===== src/frontend_pkg.sv =====
`default_nettype none

package frontend_pkg;

    localparam int XLEN       = 32;  // Data and address width
    localparam int REG_ADDR_W = 5;   // 32 general purpose registers

    // RV32I major opcodes
    localparam logic [6:0] OPC_LUI    = 7'b0110111;
    localparam logic [6:0] OPC_AUIPC  = 7'b0010111;
    localparam logic [6:0] OPC_JAL    = 7'b1101111;
    localparam logic [6:0] OPC_JALR   = 7'b1100111;
    localparam logic [6:0] OPC_BRANCH = 7'b1100011;
    localparam logic [6:0] OPC_LOAD   = 7'b0000011;
    localparam logic [6:0] OPC_STORE  = 7'b0100011;
    localparam logic [6:0] OPC_IMM    = 7'b0010011;
    localparam logic [6:0] OPC_REG    = 7'b0110011;

    // 74x381 function select, alu_op[2:0]
    localparam logic [2:0] ALU_CLR   = 3'd0;
    localparam logic [2:0] ALU_BSUBA = 3'd1;  // B minus A
    localparam logic [2:0] ALU_SUB   = 3'd2;  // A minus B
    localparam logic [2:0] ALU_ADD   = 3'd3;
    localparam logic [2:0] ALU_XOR   = 3'd4;
    localparam logic [2:0] ALU_OR    = 3'd5;
    localparam logic [2:0] ALU_AND   = 3'd6;
    localparam logic [2:0] ALU_SET   = 3'd7;

    // One-hot flags in alu_op[7:3]
    localparam int ALU_SLT_BIT  = 7;
    localparam int ALU_SLTU_BIT = 6;
    localparam int ALU_SLL_BIT  = 5;
    localparam int ALU_SRL_BIT  = 4;
    localparam int ALU_SRA_BIT  = 3;

    // One-hot memory access codes in mem_op
    localparam int MEM_SW  = 7;
    localparam int MEM_SH  = 6;
    localparam int MEM_SB  = 5;
    localparam int MEM_LHU = 4;
    localparam int MEM_LBU = 3;
    localparam int MEM_LW  = 2;
    localparam int MEM_LH  = 1;
    localparam int MEM_LB  = 0;

    // The same instruction word seen through every base format
    typedef union packed {
        struct packed {
            logic [6:0] funct7;
            logic [4:0] rs2;
            logic [4:0] rs1;
            logic [2:0] funct3;
            logic [4:0] rd;
            logic [6:0] opcode;
        } r;
        struct packed {
            logic [11:0] imm_11_0;
            logic [4:0]  rs1;
            logic [2:0]  funct3;
            logic [4:0]  rd;
            logic [6:0]  opcode;
        } i;
        struct packed {
            logic [6:0] imm_11_5;
            logic [4:0] rs2;
            logic [4:0] rs1;
            logic [2:0] funct3;
            logic [4:0] imm_4_0;
            logic [6:0] opcode;
        } s;
        struct packed {
            logic       imm_12;
            logic [5:0] imm_10_5;
            logic [4:0] rs2;
            logic [4:0] rs1;
            logic [2:0] funct3;
            logic [3:0] imm_4_1;
            logic       imm_11;
            logic [6:0] opcode;
        } b;
        struct packed {
            logic [19:0] imm_31_12;
            logic [4:0]  rd;
            logic [6:0]  opcode;
        } u;
        struct packed {
            logic       imm_20;
            logic [9:0] imm_10_1;
            logic       imm_11;
            logic [7:0] imm_19_12;
            logic [4:0] rd;
            logic [6:0] opcode;
        } j;
    } rv_inst_t;

endpackage

`default_nettype wire


===== src/branch_if.sv =====
`default_nettype none

interface branch_if;

    logic                          is_jal;
    logic                          is_jalr;
    logic                          is_branch;
    logic [2:0]                    funct3;  // Branch condition select
    logic [frontend_pkg::XLEN-1:0] j_imm;
    logic [frontend_pkg::XLEN-1:0] b_imm;
    logic [frontend_pkg::XLEN-1:0] i_imm;   // Jalr offset

    modport decoder (
        output is_jal, is_jalr, is_branch, funct3, j_imm, b_imm, i_imm
    );

    modport fetch (
        input is_jal, is_jalr, is_branch, funct3, j_imm, b_imm, i_imm
    );

endinterface

`default_nettype wire


===== src/gpr_if.sv =====
`default_nettype none

interface gpr_if;

    logic [frontend_pkg::REG_ADDR_W-1:0] ra;  // Port a address, rs1
    logic [frontend_pkg::REG_ADDR_W-1:0] rb;  // Port b address, rs2
    logic [frontend_pkg::REG_ADDR_W-1:0] rd;
    logic                                we;
    logic [frontend_pkg::XLEN-1:0]       qa;
    logic [frontend_pkg::XLEN-1:0]       qb;

    modport decoder (output ra, rb, rd, we, input qa, qb);

    modport regfile (input ra, rb, rd, we, output qa, qb);

    // Jalr takes its base address from port a
    modport fetch (input qa);

endinterface

`default_nettype wire


===== src/fetch_unit.sv =====
`default_nettype none

module fetch_unit #(
    parameter logic [frontend_pkg::XLEN-1:0] RESET_ADDR = '0
) (
    input  logic                          clk,
    input  logic                          rst_n,
    branch_if.fetch                       br,
    gpr_if.fetch                          gpr,
    input  logic                          is_zero,  // rs1 equals rs2
    input  logic                          is_lt,
    input  logic                          is_ltu,
    output logic [frontend_pkg::XLEN-1:0] pc
);

    logic                          taken;
    logic [frontend_pkg::XLEN-1:0] pc_base;
    logic [frontend_pkg::XLEN-1:0] pc_offs;
    logic [frontend_pkg::XLEN-1:0] pc_sum;
    logic [frontend_pkg::XLEN-1:0] next_pc;

    always_comb begin
        case (br.funct3)
            3'd0:    taken = is_zero;   // beq
            3'd1:    taken = ~is_zero;  // bne
            3'd4:    taken = is_lt;     // blt
            3'd5:    taken = ~is_lt;    // bge
            3'd6:    taken = is_ltu;    // bltu
            3'd7:    taken = ~is_ltu;   // bgeu
            default: taken = 1'b0;
        endcase
    end

    // One adder serves every target, only base and offset change
    assign pc_base = br.is_jalr ? gpr.qa : pc;

    always_comb begin
        if (br.is_jal)                      pc_offs = br.j_imm;
        else if (br.is_jalr)                pc_offs = br.i_imm;
        else if (br.is_branch && taken)     pc_offs = br.b_imm;
        else                                pc_offs = frontend_pkg::XLEN'(4);
    end

    assign pc_sum  = pc_base + pc_offs;
    assign next_pc = br.is_jalr ? {pc_sum[frontend_pkg::XLEN-1:1], 1'b0} : pc_sum;

    always_ff @(posedge clk or negedge rst_n) begin
        if (!rst_n) begin
            pc <= RESET_ADDR;
        end else begin
            pc <= next_pc;
        end
    end

endmodule

`default_nettype wire


===== src/inst_decoder.sv =====
`default_nettype none

module inst_decoder (
    input  frontend_pkg::rv_inst_t        inst,
    input  logic [frontend_pkg::XLEN-1:0] pc,
    branch_if.decoder                     br,
    gpr_if.decoder                        gpr,
    output logic [7:0]                    alu_op,  // Flags in [7:3], 74x381 code in [2:0]
    output logic [7:0]                    mem_op,
    output logic                          load,
    output logic                          store,
    output logic [frontend_pkg::XLEN-1:0] alu_opr_1,
    output logic [frontend_pkg::XLEN-1:0] alu_opr_2
);

    localparam int XLEN = frontend_pkg::XLEN;

    logic            is_lui;
    logic            is_auipc;
    logic            is_jal;
    logic            is_jalr;
    logic            is_branch;
    logic            is_imm;
    logic            is_reg;
    logic [2:0]      funct3;
    logic [XLEN-1:0] i_imm;
    logic [XLEN-1:0] s_imm;
    logic [XLEN-1:0] b_imm;
    logic [XLEN-1:0] u_imm;
    logic [XLEN-1:0] j_imm;

    assign is_lui    = inst.r.opcode == frontend_pkg::OPC_LUI;
    assign is_auipc  = inst.r.opcode == frontend_pkg::OPC_AUIPC;
    assign is_jal    = inst.r.opcode == frontend_pkg::OPC_JAL;
    assign is_jalr   = inst.r.opcode == frontend_pkg::OPC_JALR;
    assign is_branch = inst.r.opcode == frontend_pkg::OPC_BRANCH;
    assign is_imm    = inst.r.opcode == frontend_pkg::OPC_IMM;
    assign is_reg    = inst.r.opcode == frontend_pkg::OPC_REG;
    assign load      = inst.r.opcode == frontend_pkg::OPC_LOAD;
    assign store     = inst.r.opcode == frontend_pkg::OPC_STORE;
    assign funct3    = inst.r.funct3;

    // Sign extended immediates gathered from each format view
    assign i_imm = {{(XLEN-12){inst.i.imm_11_0[11]}}, inst.i.imm_11_0};
    assign s_imm = {{(XLEN-12){inst.s.imm_11_5[6]}}, inst.s.imm_11_5, inst.s.imm_4_0};
    assign b_imm = {{(XLEN-12){inst.b.imm_12}}, inst.b.imm_11, inst.b.imm_10_5,
                    inst.b.imm_4_1, 1'b0};
    assign u_imm = {inst.u.imm_31_12, 12'b0};
    assign j_imm = {{(XLEN-20){inst.j.imm_20}}, inst.j.imm_19_12, inst.j.imm_11,
                    inst.j.imm_10_1, 1'b0};

    assign br.is_jal    = is_jal;
    assign br.is_jalr   = is_jalr;
    assign br.is_branch = is_branch;
    assign br.funct3    = inst.b.funct3;
    assign br.j_imm     = j_imm;
    assign br.b_imm     = b_imm;
    assign br.i_imm     = i_imm;

    assign gpr.ra = inst.r.rs1;
    assign gpr.rb = inst.r.rs2;
    assign gpr.rd = inst.r.rd;
    assign gpr.we = is_lui | is_auipc | is_jal | is_jalr | load | is_imm | is_reg;

    always_comb begin
        alu_op = {5'b0, frontend_pkg::ALU_ADD};  // Address and link arithmetic
        if (is_branch) begin
            alu_op[2:0] = frontend_pkg::ALU_SUB;  // Flags come from rs1 - rs2
        end else if (is_reg || is_imm) begin
            case (funct3)
                3'd0: alu_op[2:0] = (is_reg && inst.r.funct7[5]) ? frontend_pkg::ALU_SUB
                                                                  : frontend_pkg::ALU_ADD;
                3'd1: begin
                    alu_op[frontend_pkg::ALU_SLL_BIT] = 1'b1;
                    alu_op[2:0] = frontend_pkg::ALU_CLR;
                end
                3'd2: begin
                    alu_op[frontend_pkg::ALU_SLT_BIT] = 1'b1;
                    alu_op[2:0] = frontend_pkg::ALU_SUB;
                end
                3'd3: begin
                    alu_op[frontend_pkg::ALU_SLTU_BIT] = 1'b1;
                    alu_op[2:0] = frontend_pkg::ALU_SUB;
                end
                3'd4: alu_op[2:0] = frontend_pkg::ALU_XOR;
                3'd5: begin
                    // Bit 30 picks arithmetic shift in both forms
                    if (inst.r.funct7[5]) alu_op[frontend_pkg::ALU_SRA_BIT] = 1'b1;
                    else                  alu_op[frontend_pkg::ALU_SRL_BIT] = 1'b1;
                    alu_op[2:0] = frontend_pkg::ALU_CLR;
                end
                3'd6: alu_op[2:0] = frontend_pkg::ALU_OR;
                default: alu_op[2:0] = frontend_pkg::ALU_AND;
            endcase
        end
    end

    always_comb begin
        mem_op = '0;
        if (load) begin
            case (funct3)
                3'd0:    mem_op[frontend_pkg::MEM_LB]  = 1'b1;
                3'd1:    mem_op[frontend_pkg::MEM_LH]  = 1'b1;
                3'd2:    mem_op[frontend_pkg::MEM_LW]  = 1'b1;
                3'd4:    mem_op[frontend_pkg::MEM_LBU] = 1'b1;
                3'd5:    mem_op[frontend_pkg::MEM_LHU] = 1'b1;
                default: mem_op = '0;
            endcase
        end else if (store) begin
            case (funct3)
                3'd0:    mem_op[frontend_pkg::MEM_SB] = 1'b1;
                3'd1:    mem_op[frontend_pkg::MEM_SH] = 1'b1;
                3'd2:    mem_op[frontend_pkg::MEM_SW] = 1'b1;
                default: mem_op = '0;
            endcase
        end
    end

    always_comb begin
        alu_opr_1 = gpr.qa;  // Register and branch compare
        alu_opr_2 = gpr.qb;
        if (is_lui) begin
            alu_opr_1 = '0;
            alu_opr_2 = u_imm;
        end else if (is_auipc) begin
            alu_opr_1 = pc;
            alu_opr_2 = u_imm;
        end else if (is_jal || is_jalr) begin
            alu_opr_1 = pc;  // Link address pc + 4
            alu_opr_2 = XLEN'(4);
        end else if (load || is_imm) begin
            alu_opr_2 = i_imm;
        end else if (store) begin
            alu_opr_2 = s_imm;
        end
    end

endmodule

`default_nettype wire


===== src/gpr_file.sv =====
`default_nettype none

module gpr_file (
    input  logic                          clk,
    input  logic                          rst_n,
    gpr_if.regfile                        gpr,
    input  logic [frontend_pkg::XLEN-1:0] gpr_di  // Result from ALU or memory
);

    localparam int NREGS = 2 ** frontend_pkg::REG_ADDR_W;

    logic [frontend_pkg::XLEN-1:0] regs [1:NREGS-1];  // x0 has no storage

    always_ff @(posedge clk or negedge rst_n) begin
        if (!rst_n) begin
            for (int i = 1; i < NREGS; i++) begin
                regs[i] <= '0;
            end
        end else if (gpr.we && gpr.rd != '0) begin
            regs[gpr.rd] <= gpr_di;
        end
    end

    // x0 always reads as zero
    assign gpr.qa = (gpr.ra == '0) ? '0 : regs[gpr.ra];
    assign gpr.qb = (gpr.rb == '0) ? '0 : regs[gpr.rb];

endmodule

`default_nettype wire


===== src/frontend.sv =====
`default_nettype none

module frontend #(
    parameter logic [frontend_pkg::XLEN-1:0] RESET_ADDR = '0
) (
    input  logic                          clk,
    input  logic                          rst_n,
    output logic [frontend_pkg::XLEN-1:0] pc,         // Instruction fetch address
    input  logic [frontend_pkg::XLEN-1:0] inst,       // Returned in the same cycle
    output logic [7:0]                    alu_op,
    output logic [7:0]                    mem_op,     // sw sh sb lhu lbu lw lh lb
    output logic                          load,
    output logic                          store,
    output logic [frontend_pkg::XLEN-1:0] alu_opr_1,
    output logic [frontend_pkg::XLEN-1:0] alu_opr_2,
    output logic [frontend_pkg::XLEN-1:0] mem_di,     // Store data from rs2
    input  logic [frontend_pkg::XLEN-1:0] gpr_di,     // Write back data for rd
    input  logic                          is_lt,
    input  logic                          is_ltu,
    input  logic                          is_zero
);

    branch_if br_bus ();
    gpr_if    gpr_bus ();

    fetch_unit #(
        .RESET_ADDR (RESET_ADDR)
    ) u_fetch (
        .clk     (clk),
        .rst_n   (rst_n),
        .br      (br_bus.fetch),
        .gpr     (gpr_bus.fetch),
        .is_zero (is_zero),
        .is_lt   (is_lt),
        .is_ltu  (is_ltu),
        .pc      (pc)
    );

    inst_decoder u_decoder (
        .inst      (inst),
        .pc        (pc),
        .br        (br_bus.decoder),
        .gpr       (gpr_bus.decoder),
        .alu_op    (alu_op),
        .mem_op    (mem_op),
        .load      (load),
        .store     (store),
        .alu_opr_1 (alu_opr_1),
        .alu_opr_2 (alu_opr_2)
    );

    gpr_file u_gpr (
        .clk    (clk),
        .rst_n  (rst_n),
        .gpr    (gpr_bus.regfile),
        .gpr_di (gpr_di)
    );

    assign mem_di = gpr_bus.qb;

endmodule

`default_nettype wire


===== config.mk =====
export PLATFORM = sky130hd
export DESIGN_NAME = frontend
export DESIGN_NICKNAME = d
export VERILOG_FILES = /design/src/frontend_pkg.sv /design/src/branch_if.sv /design/src/gpr_if.sv /design/src/fetch_unit.sv /design/src/inst_decoder.sv /design/src/gpr_file.sv /design/src/frontend.sv
export SDC_FILE = /design/constraint.sdc
export NUM_CORES = 2
export LEC_CHECK = 0
export ABC_CLOCK_PERIOD_IN_PS = 4300
export BUFFER_PORTS_ARGS = -buffer_cell sky130_fd_sc_hd__buf_2
export CAP_MARGIN = 30
export CORE_MARGIN = 1.5
export CORE_UTILIZATION = 40
export DETAILED_ROUTE_END_ITERATION = 8
export PLACE_DENSITY = 0.59
export SETUP_SLACK_MARGIN = 0.3
export SYNTH_ARGS = -nofsm -noshare
export SYNTH_HDL_FRONTEND = slang
export SYNTH_SLANG_ARGS = --single-unit

===== constraint.sdc =====
create_clock -name clk -period 4.3 [get_ports clk]
set_input_delay 0.645 -clock clk [delete_from_list [all_inputs] [get_ports clk]]
set_output_delay 0.645 -clock clk [all_outputs]
set_load 0.01 [all_outputs]

* Word-level counts from Yosys, hierarchy flattened *
Index checks and enable logic that the tools add are counted.
W data, S select, Z words.

operators by class
  $add $sub $neg = 1
  reductions and logical operators = 13
  shift-type cells = 0
  equal/unequal tests = 16
  multiplexer cells = 41
  divide/modulo/power cells = 0
  multiply operators = 0
  order comparisons = 4
  bitwise logic cells = 12

operator list
  kind                  count
  $bwmux W992           1
  $mux W32              19
  $bmux W32 S5          2
  $demux W32 S5         1
  $add A32 B32 Y32      1
  $mux W8               3
  $eq A7 B6 Y1 const B  3
  $eq A7 B7 Y1 const B  3
  $ge A6 B6 Y1 const B  3
  $not A5 Y6            3
  $pmux W3 S5           1
  $eq A7 B5 Y1 const B  2
  $eq A3 B3 Y1 const B  4
  $logic_not A5 Y1      2
  $mux W1               10
  $eq A7 B2 Y1 const B  1
  $eq A3 B2 Y1 const B  2
  $lt A6 B1 Y1 const B  1
  $or A1 B1 Y1          6
  $pmux W1 S6           1
  $mux W5               1
  $reduce_bool A5 Y1    1
  $logic_and A1 B1 Y1   4
  $reduce_or A2 Y1      2
  other kinds (6)       10

storage, ports and cells
  memory bits (read-only) = 0
  bits in latches = 0
  input port bits = 69
  memory bits (writable) = 0
  register bits after elaboration = 1024
  logic and storage cells = 119
  memories = 0
  output and inout port bits = 146

* Depth between registers and ports, before layout *
  depth after elaboration = 10
  mapped depth = 18
  mapped depth without buffers = 17

* By module *
From an unflattened synthesis, not the netlist that was laid out.

unflattened totals
  cell total of the unflattened synthesis = 4376
  area total of the unflattened synthesis = 58641.2 um2

by module, submodules not included
  module        area each (um2)  cells an instance  times used  sequential area each (um2)
  gpr_file      53000.8          3624               1           24823.8
  fetch_unit    3580.9           437                1           800.8
  inst_decoder  2059.5           315                1           0.0

* Least setup slack after synthesis *
OpenSTA, ideal clock, no wires.

  path type = input port to flip-flop
  start = input port inst[17] (netlist name)
  end = register u_fetch.pc[28] (netlist name)
  arrival time = 5.026 ns
  library setup time = 0.087 ns
  buffers on the path = 3
  required time = 4.213 ns
  stages on the path = 17
  path slack = -0.812 ns
  cells stage by stage = clkbuf_1 clkbuf_1 buf_1 mux4_2 mux4_2 mux2i_1 o21ai_0 ha_1 fa_1 a21oi_1 o22ai_1 a41o_1 o21ai_1 a31oi_1 o41ai_2 or4b_1 o211ai_1

between the ends
  word-level cells in the longest chain between the ends = 7
  elaborated cells on any way between the ends = 9
  those cells by class = 1 x add/sub; 6 x mux; 1 x bitwise; 1 x reduce/logical

ends and longest elaborated chain
  what                                          RTL line          text
  start: declaration                            frontend.sv:9     input logic [frontend_pkg::XLEN-1:0] inst,
  $not A5 Y6 (implied by the code)              gpr_file.sv:25    assign gpr.qa = (gpr.ra == '0) ? '0 : regs[gpr.ra];
  $bmux W32 S5                                  gpr_file.sv:25
  $mux W32 (implied by the code) (2 in series)  gpr_file.sv:25
  $mux W32                                      gpr_file.sv:25
  $mux W32                                      fetch_unit.sv:35  assign pc_base = br.is_jalr ? gpr.qa : pc;
  $add A32 B32 Y32 *                            fetch_unit.sv:44  assign pc_sum = pc_base + pc_offs;
  net u_fetch.next_pc (one bit)                 fetch_unit.sv:20  logic [frontend_pkg::XLEN-1:0] next_pc;
  end signal: assignment                        fetch_unit.sv:51  pc <= next_pc;
  end: declaration                              fetch_unit.sv:13  output logic [frontend_pkg::XLEN-1:0] pc

Mark *: on every way through the listed nets, which the timed path passes. The rest lies on a longest branch. The select of a mux whose other input is x is not followed.
A chain may end at the register's enable or synchronous reset.

* Final worst setup path *
  start = input port inst[15] (netlist name)
  end = register u_fetch.pc[28] (netlist name)

The elaborated chain is that of the path after synthesis.

==> metrics.md <==
| Metric | Value |
|---|---|
| LEAKAGE | 31.9 nW |
| GR peak layer | met2 |
| Outcome | finished, violations left |
| Worst ir drop on vdd | 357 µV |
| Routability congestion estimate | 0.969 |
| Most common flop cell mapped by yosys | dfrtp_1 |
| Critical path class | primary input to flip-flop |
| Post-synth top cells | 1024 x dfrtp_1, 1014 x mux2_2, 573 x mux4_2, 219 x clkbuf_1, 132 x nor2_1 |
| CP bufs+invs | 4 |
| Number of synthesized register bits | 1024 |
| Number of CTS-inserted buffers | 109 |
| Number of synthesized flops with an enable pin | 0 |
| Post-Route WL | 187000 µm |
| Post-synth top area share | 0.449 |
| Largest delay contributor family on the critical path | compound AO/OA/AOI/OAI gates |
| IO Pins | 215 |
| H-tree levels | 3 |
| FP Rows | 138 |
| Dpl ws | -0.852 ns |
| First-pass GRT wire length | 271000 µm |
| R2r startpoint | u_gpr.regs[960]$_DFFE_PN0P_ |
| PortBufs | 214 |
| Area growth syn-to-layout | 18.5% |
| Number of global-route vias before repair | 37924 |
| Die Wd | 381 µm |
| Congestion Overflow GR | 0 |
| FF-to-FF setup slack | 0.27 ns |
| Hold WC Path Type | primary input to async pin |
| Die Area | 145000 µm² |
| NumNets Final | 4275 |
| Initial antenna violation count | 15 |
| Diodes inserted | 0 |
| CP Cell Sequence | buf_16, buf_4, buf_4, buf_4, mux4_2, mux4_2, mux2i_4, o21ai_0, ha_1, a21oi_2, o21ai_0, a41o_1, o21ai_4, a31oi_4, o41ai_2, or4b_1, o211ai_1 |
| Synthesized Nets | 3929 |
| Clk sinks | 1024 |
| FILL cells | 12262 |
| GRT Resource Usage Total | 0.255 |
| Req. time, crit path | 4.94 ns |
| Core area | 142000 µm² |
| Finished Core Util | 0.477 |
| Fmax achieved | 0.245 GHz |
| DP Wirelength | 120000 µm |
| Setup WS post-layout | 0.226 ns |
| Pin count of the biggest net entering global routing | 91 |
| Height of the die | 381 µm |
| Crit. Startpoint | inst[15] |
| Final hold slack | -0.000955 ns |
| Crit-path slowest cell | mux4_2 |
| Post-CTS Hold Buffers | 0 |
| Syn Area/Cell | 14.9 µm² |
| Crit path DAT | 4.71 ns |
| Cell count of the worst reg-to-reg path | 15 |
| Synth Warn # | 0 |
| Final setup viols | 0 |
| Power Density | 367 nW/µm² |
| Synth area leader | dfrtp_1 |
| Post-route ant nets | 0 |
| Crit-path most repeated cell | buf_4 |
| Mapped Cells | 3828 |
| Max Root-Sink Buffers | 3 |
| Critical Path Max Stage Delay | 0.54 ns |
| Met3 Usage GRT | 0.0389 |
| Root buffer cell | clkbuf_16 |
| 1st-iter DRT viols | 3646 |
| Async SR Flop Fraction | 1.00 |
| Met1 Usage GRT | 0.365 |
| Residual DRC | 0 |
| Final clock skew | 0.0249 ns |
| Max-slew violations | 0 |
| Synth area leaders | dfrtp_1 45%, mux4_2 23%, mux2_2 20% |
| Met2 Use GR | 0.399 |
| Count leader, synth | dfrtp_1 |
| Register area share after synthesis | 0.449 |
| Initial cell density of the core | 0.403 |
| Crit end category | flip-flop |
| Worst skew pair latency | 0.73 ns |
| Crit path time final | 4.07 ns |
| Measured slew at the worst slew-check pin | 0.992 ns |
| Peak fanout along the critical path | 8 |
| Max-cap viol count | 0 |
| RSZ-0062 raised after global routing | true |
| Drt wl/cell | 30.3 µm |
| Crit start category | primary input |
| Final Hold Vio Count | 2 |
| Fin crit share | 0.947 |
| Share of layout cells above drive strength 1 | 0.588 |
| Via count | 37781 |
| Clock-pin slew on the worst setup and hold paths | 0.06 ns |
| Library cells used by synthesis | 67 |
| Reg2reg end | u_fetch.pc[28]$_DFF_PN0_ |
| Vias per Instance | 6.14 |
| Worst slew margin | 0.339 |
| Drt pass-1 iters | 5 |
| Mapped cell area | 57000 µm² |
| CTS tree | done |
| Failing checks | hold timing |
power breakdown:
| group | total [W] | switching (W) | leakage [nW] | internal, W |
|---|---|---|---|---|
| registers | 0.0107 | 0.000476 | 14.1 | 0.0102 |
| clock network | 0.0102 | 0.00412 | 1.90 | 0.00606 |
| logic | 0.00393 | 0.00199 | 15.9 | 0.00194 |
| total | 0.0248 | 0.00659 | 31.9 | 0.0182 |
cell families (layout without fill, tap and decap cells):
group	Yosys count	count (layout)	synth area share
AO/OA/AOI/OAI	265	265	0.0297
XOR/XNOR	32	32	0.00491
adder cells (fa/ha/maj)	32	32	0.00715
buffers and inverters	419	858	0.0328
flip-flops	1024	1024	0.449
multiplexers	1706	1706	0.448
AND/OR/NAND/NOR	350	350	0.0278
how the worst max path moves through the flow:
stage	end	slack, ns	cells past startpoint
floorplan	u_fetch.pc[28]$_DFF_PN0_	-0.19	17
global placement	u_fetch.pc[28]$_DFF_PN0_	-0.88	17
detailed placement	u_fetch.pc[28]$_DFF_PN0_	-0.85	16
CTS	u_fetch.pc[28]$_DFF_PN0_	0.27	14
global route	u_fetch.pc[28]$_DFF_PN0_	0.11	17
finish	u_fetch.pc[28]$_DFF_PN0_	0.23	17
flip-flops by register name (all words and copies together) (netlist names):
register / flops
u_fetch.pc: 32
u_gpr.regs: 992
placed cells by master, fill, tap and decap left out, types with 7 or more instances in the layout:
cell type and count:
a21oi_1 58, clkinvlp_4 9, dfrtp_1 1024, nor3_1 12, nor2_1 128, and3_1 7, nand2_1 98, o31ai_1 17
nor2b_4 7, xnor2_1 24, clkbuf_8 25, inv_1 19, nand3_1 21, nand2_2 8, xor2_1 8, clkbuf_1 15
mux4_2 573, buf_2 203, ha_1 29, a22o_1 33, nor2b_1 10, buf_12 82, mux2i_2 7, buf_6 11
nand2_4 17, mux2_2 1013, buf_4 317, a211oi_1 7, a31o_2 9, buf_8 8, mux2_1 41, clkinv_2 23
bufinv_16 15, a21o_1 9, buf_16 8, o21ai_0 75, clkbuf_16 113, mux2i_1 67
worst reg2reg max path, stage by stage (launching register included):
cell and delay (ns):
dfrtp_1 0.41, mux2_4 0.29, a22o_1 0.22, mux4_2 0.50, mux2i_4 0.21, o21ai_1 0.09
ha_2 0.20, fa_2 0.38, a21oi_4 0.16, o22ai_2 0.10, a41o_1 0.24, o21ai_4 0.23
a31oi_4 0.12, o41ai_2 0.25, or4b_1 0.46, o211ai_1 0.10
layout make-up:
| cell class | count | area, µm² | share of cell area |
|---|---|---|---|
| clock buffer | 151 | 3180 | 0.0470 |
| clock inverter | 53 | 701 | 0.0104 |
| inverter | 21 | 81.3 | 0.00120 |
| multi-input combinational | 2385 | 30000 | 0.444 |
| sequential | 1024 | 25600 | 0.379 |
| tap | 1890 | 2360 | 0.0350 |
| timing repair buffer | 633 | 5620 | 0.0831 |
repair_timing:
| item | in CTS | in global routing |
|---|---|---|
| resized for setup | 44 | 52 |
| pin swaps | 3 | 15 |
| cloned | 3 | 2 |
| buffers inserted | 1 | 25 |
| setup endpoints to repair | 18 | 15 |
per-stage QoR:
step / cells / TNS (ns) / hold slack, ns / cell area, µm² / total power [W]
global placement: 5922 / -8.33 / 0.482 / 62900 / 0.0146
detailed placement: 5922 / -8.68 / 0.492 / 62900 / 0.0146
finish: 6157 / 0 / -0.000955 / 67600 / 0.0248
floorplan: 3828 / -0.187 / 0.349 / 57200 / 0.0129
CTS: 6130 / 0 / 0.0294 / 67100 / 0.0249
global route: 6157 / 0 / 0.0462 / 67600 / 0.0257
metal layers:
layer  routed length, µm  vias to the layer above
met5                  99                        -
met4                6300                       14
met2               86700                     1577
met3               13100                      318
met1               80400                    20372
li1                    -                    15500
Note: power is estimated with default switching activity, not from simulation.
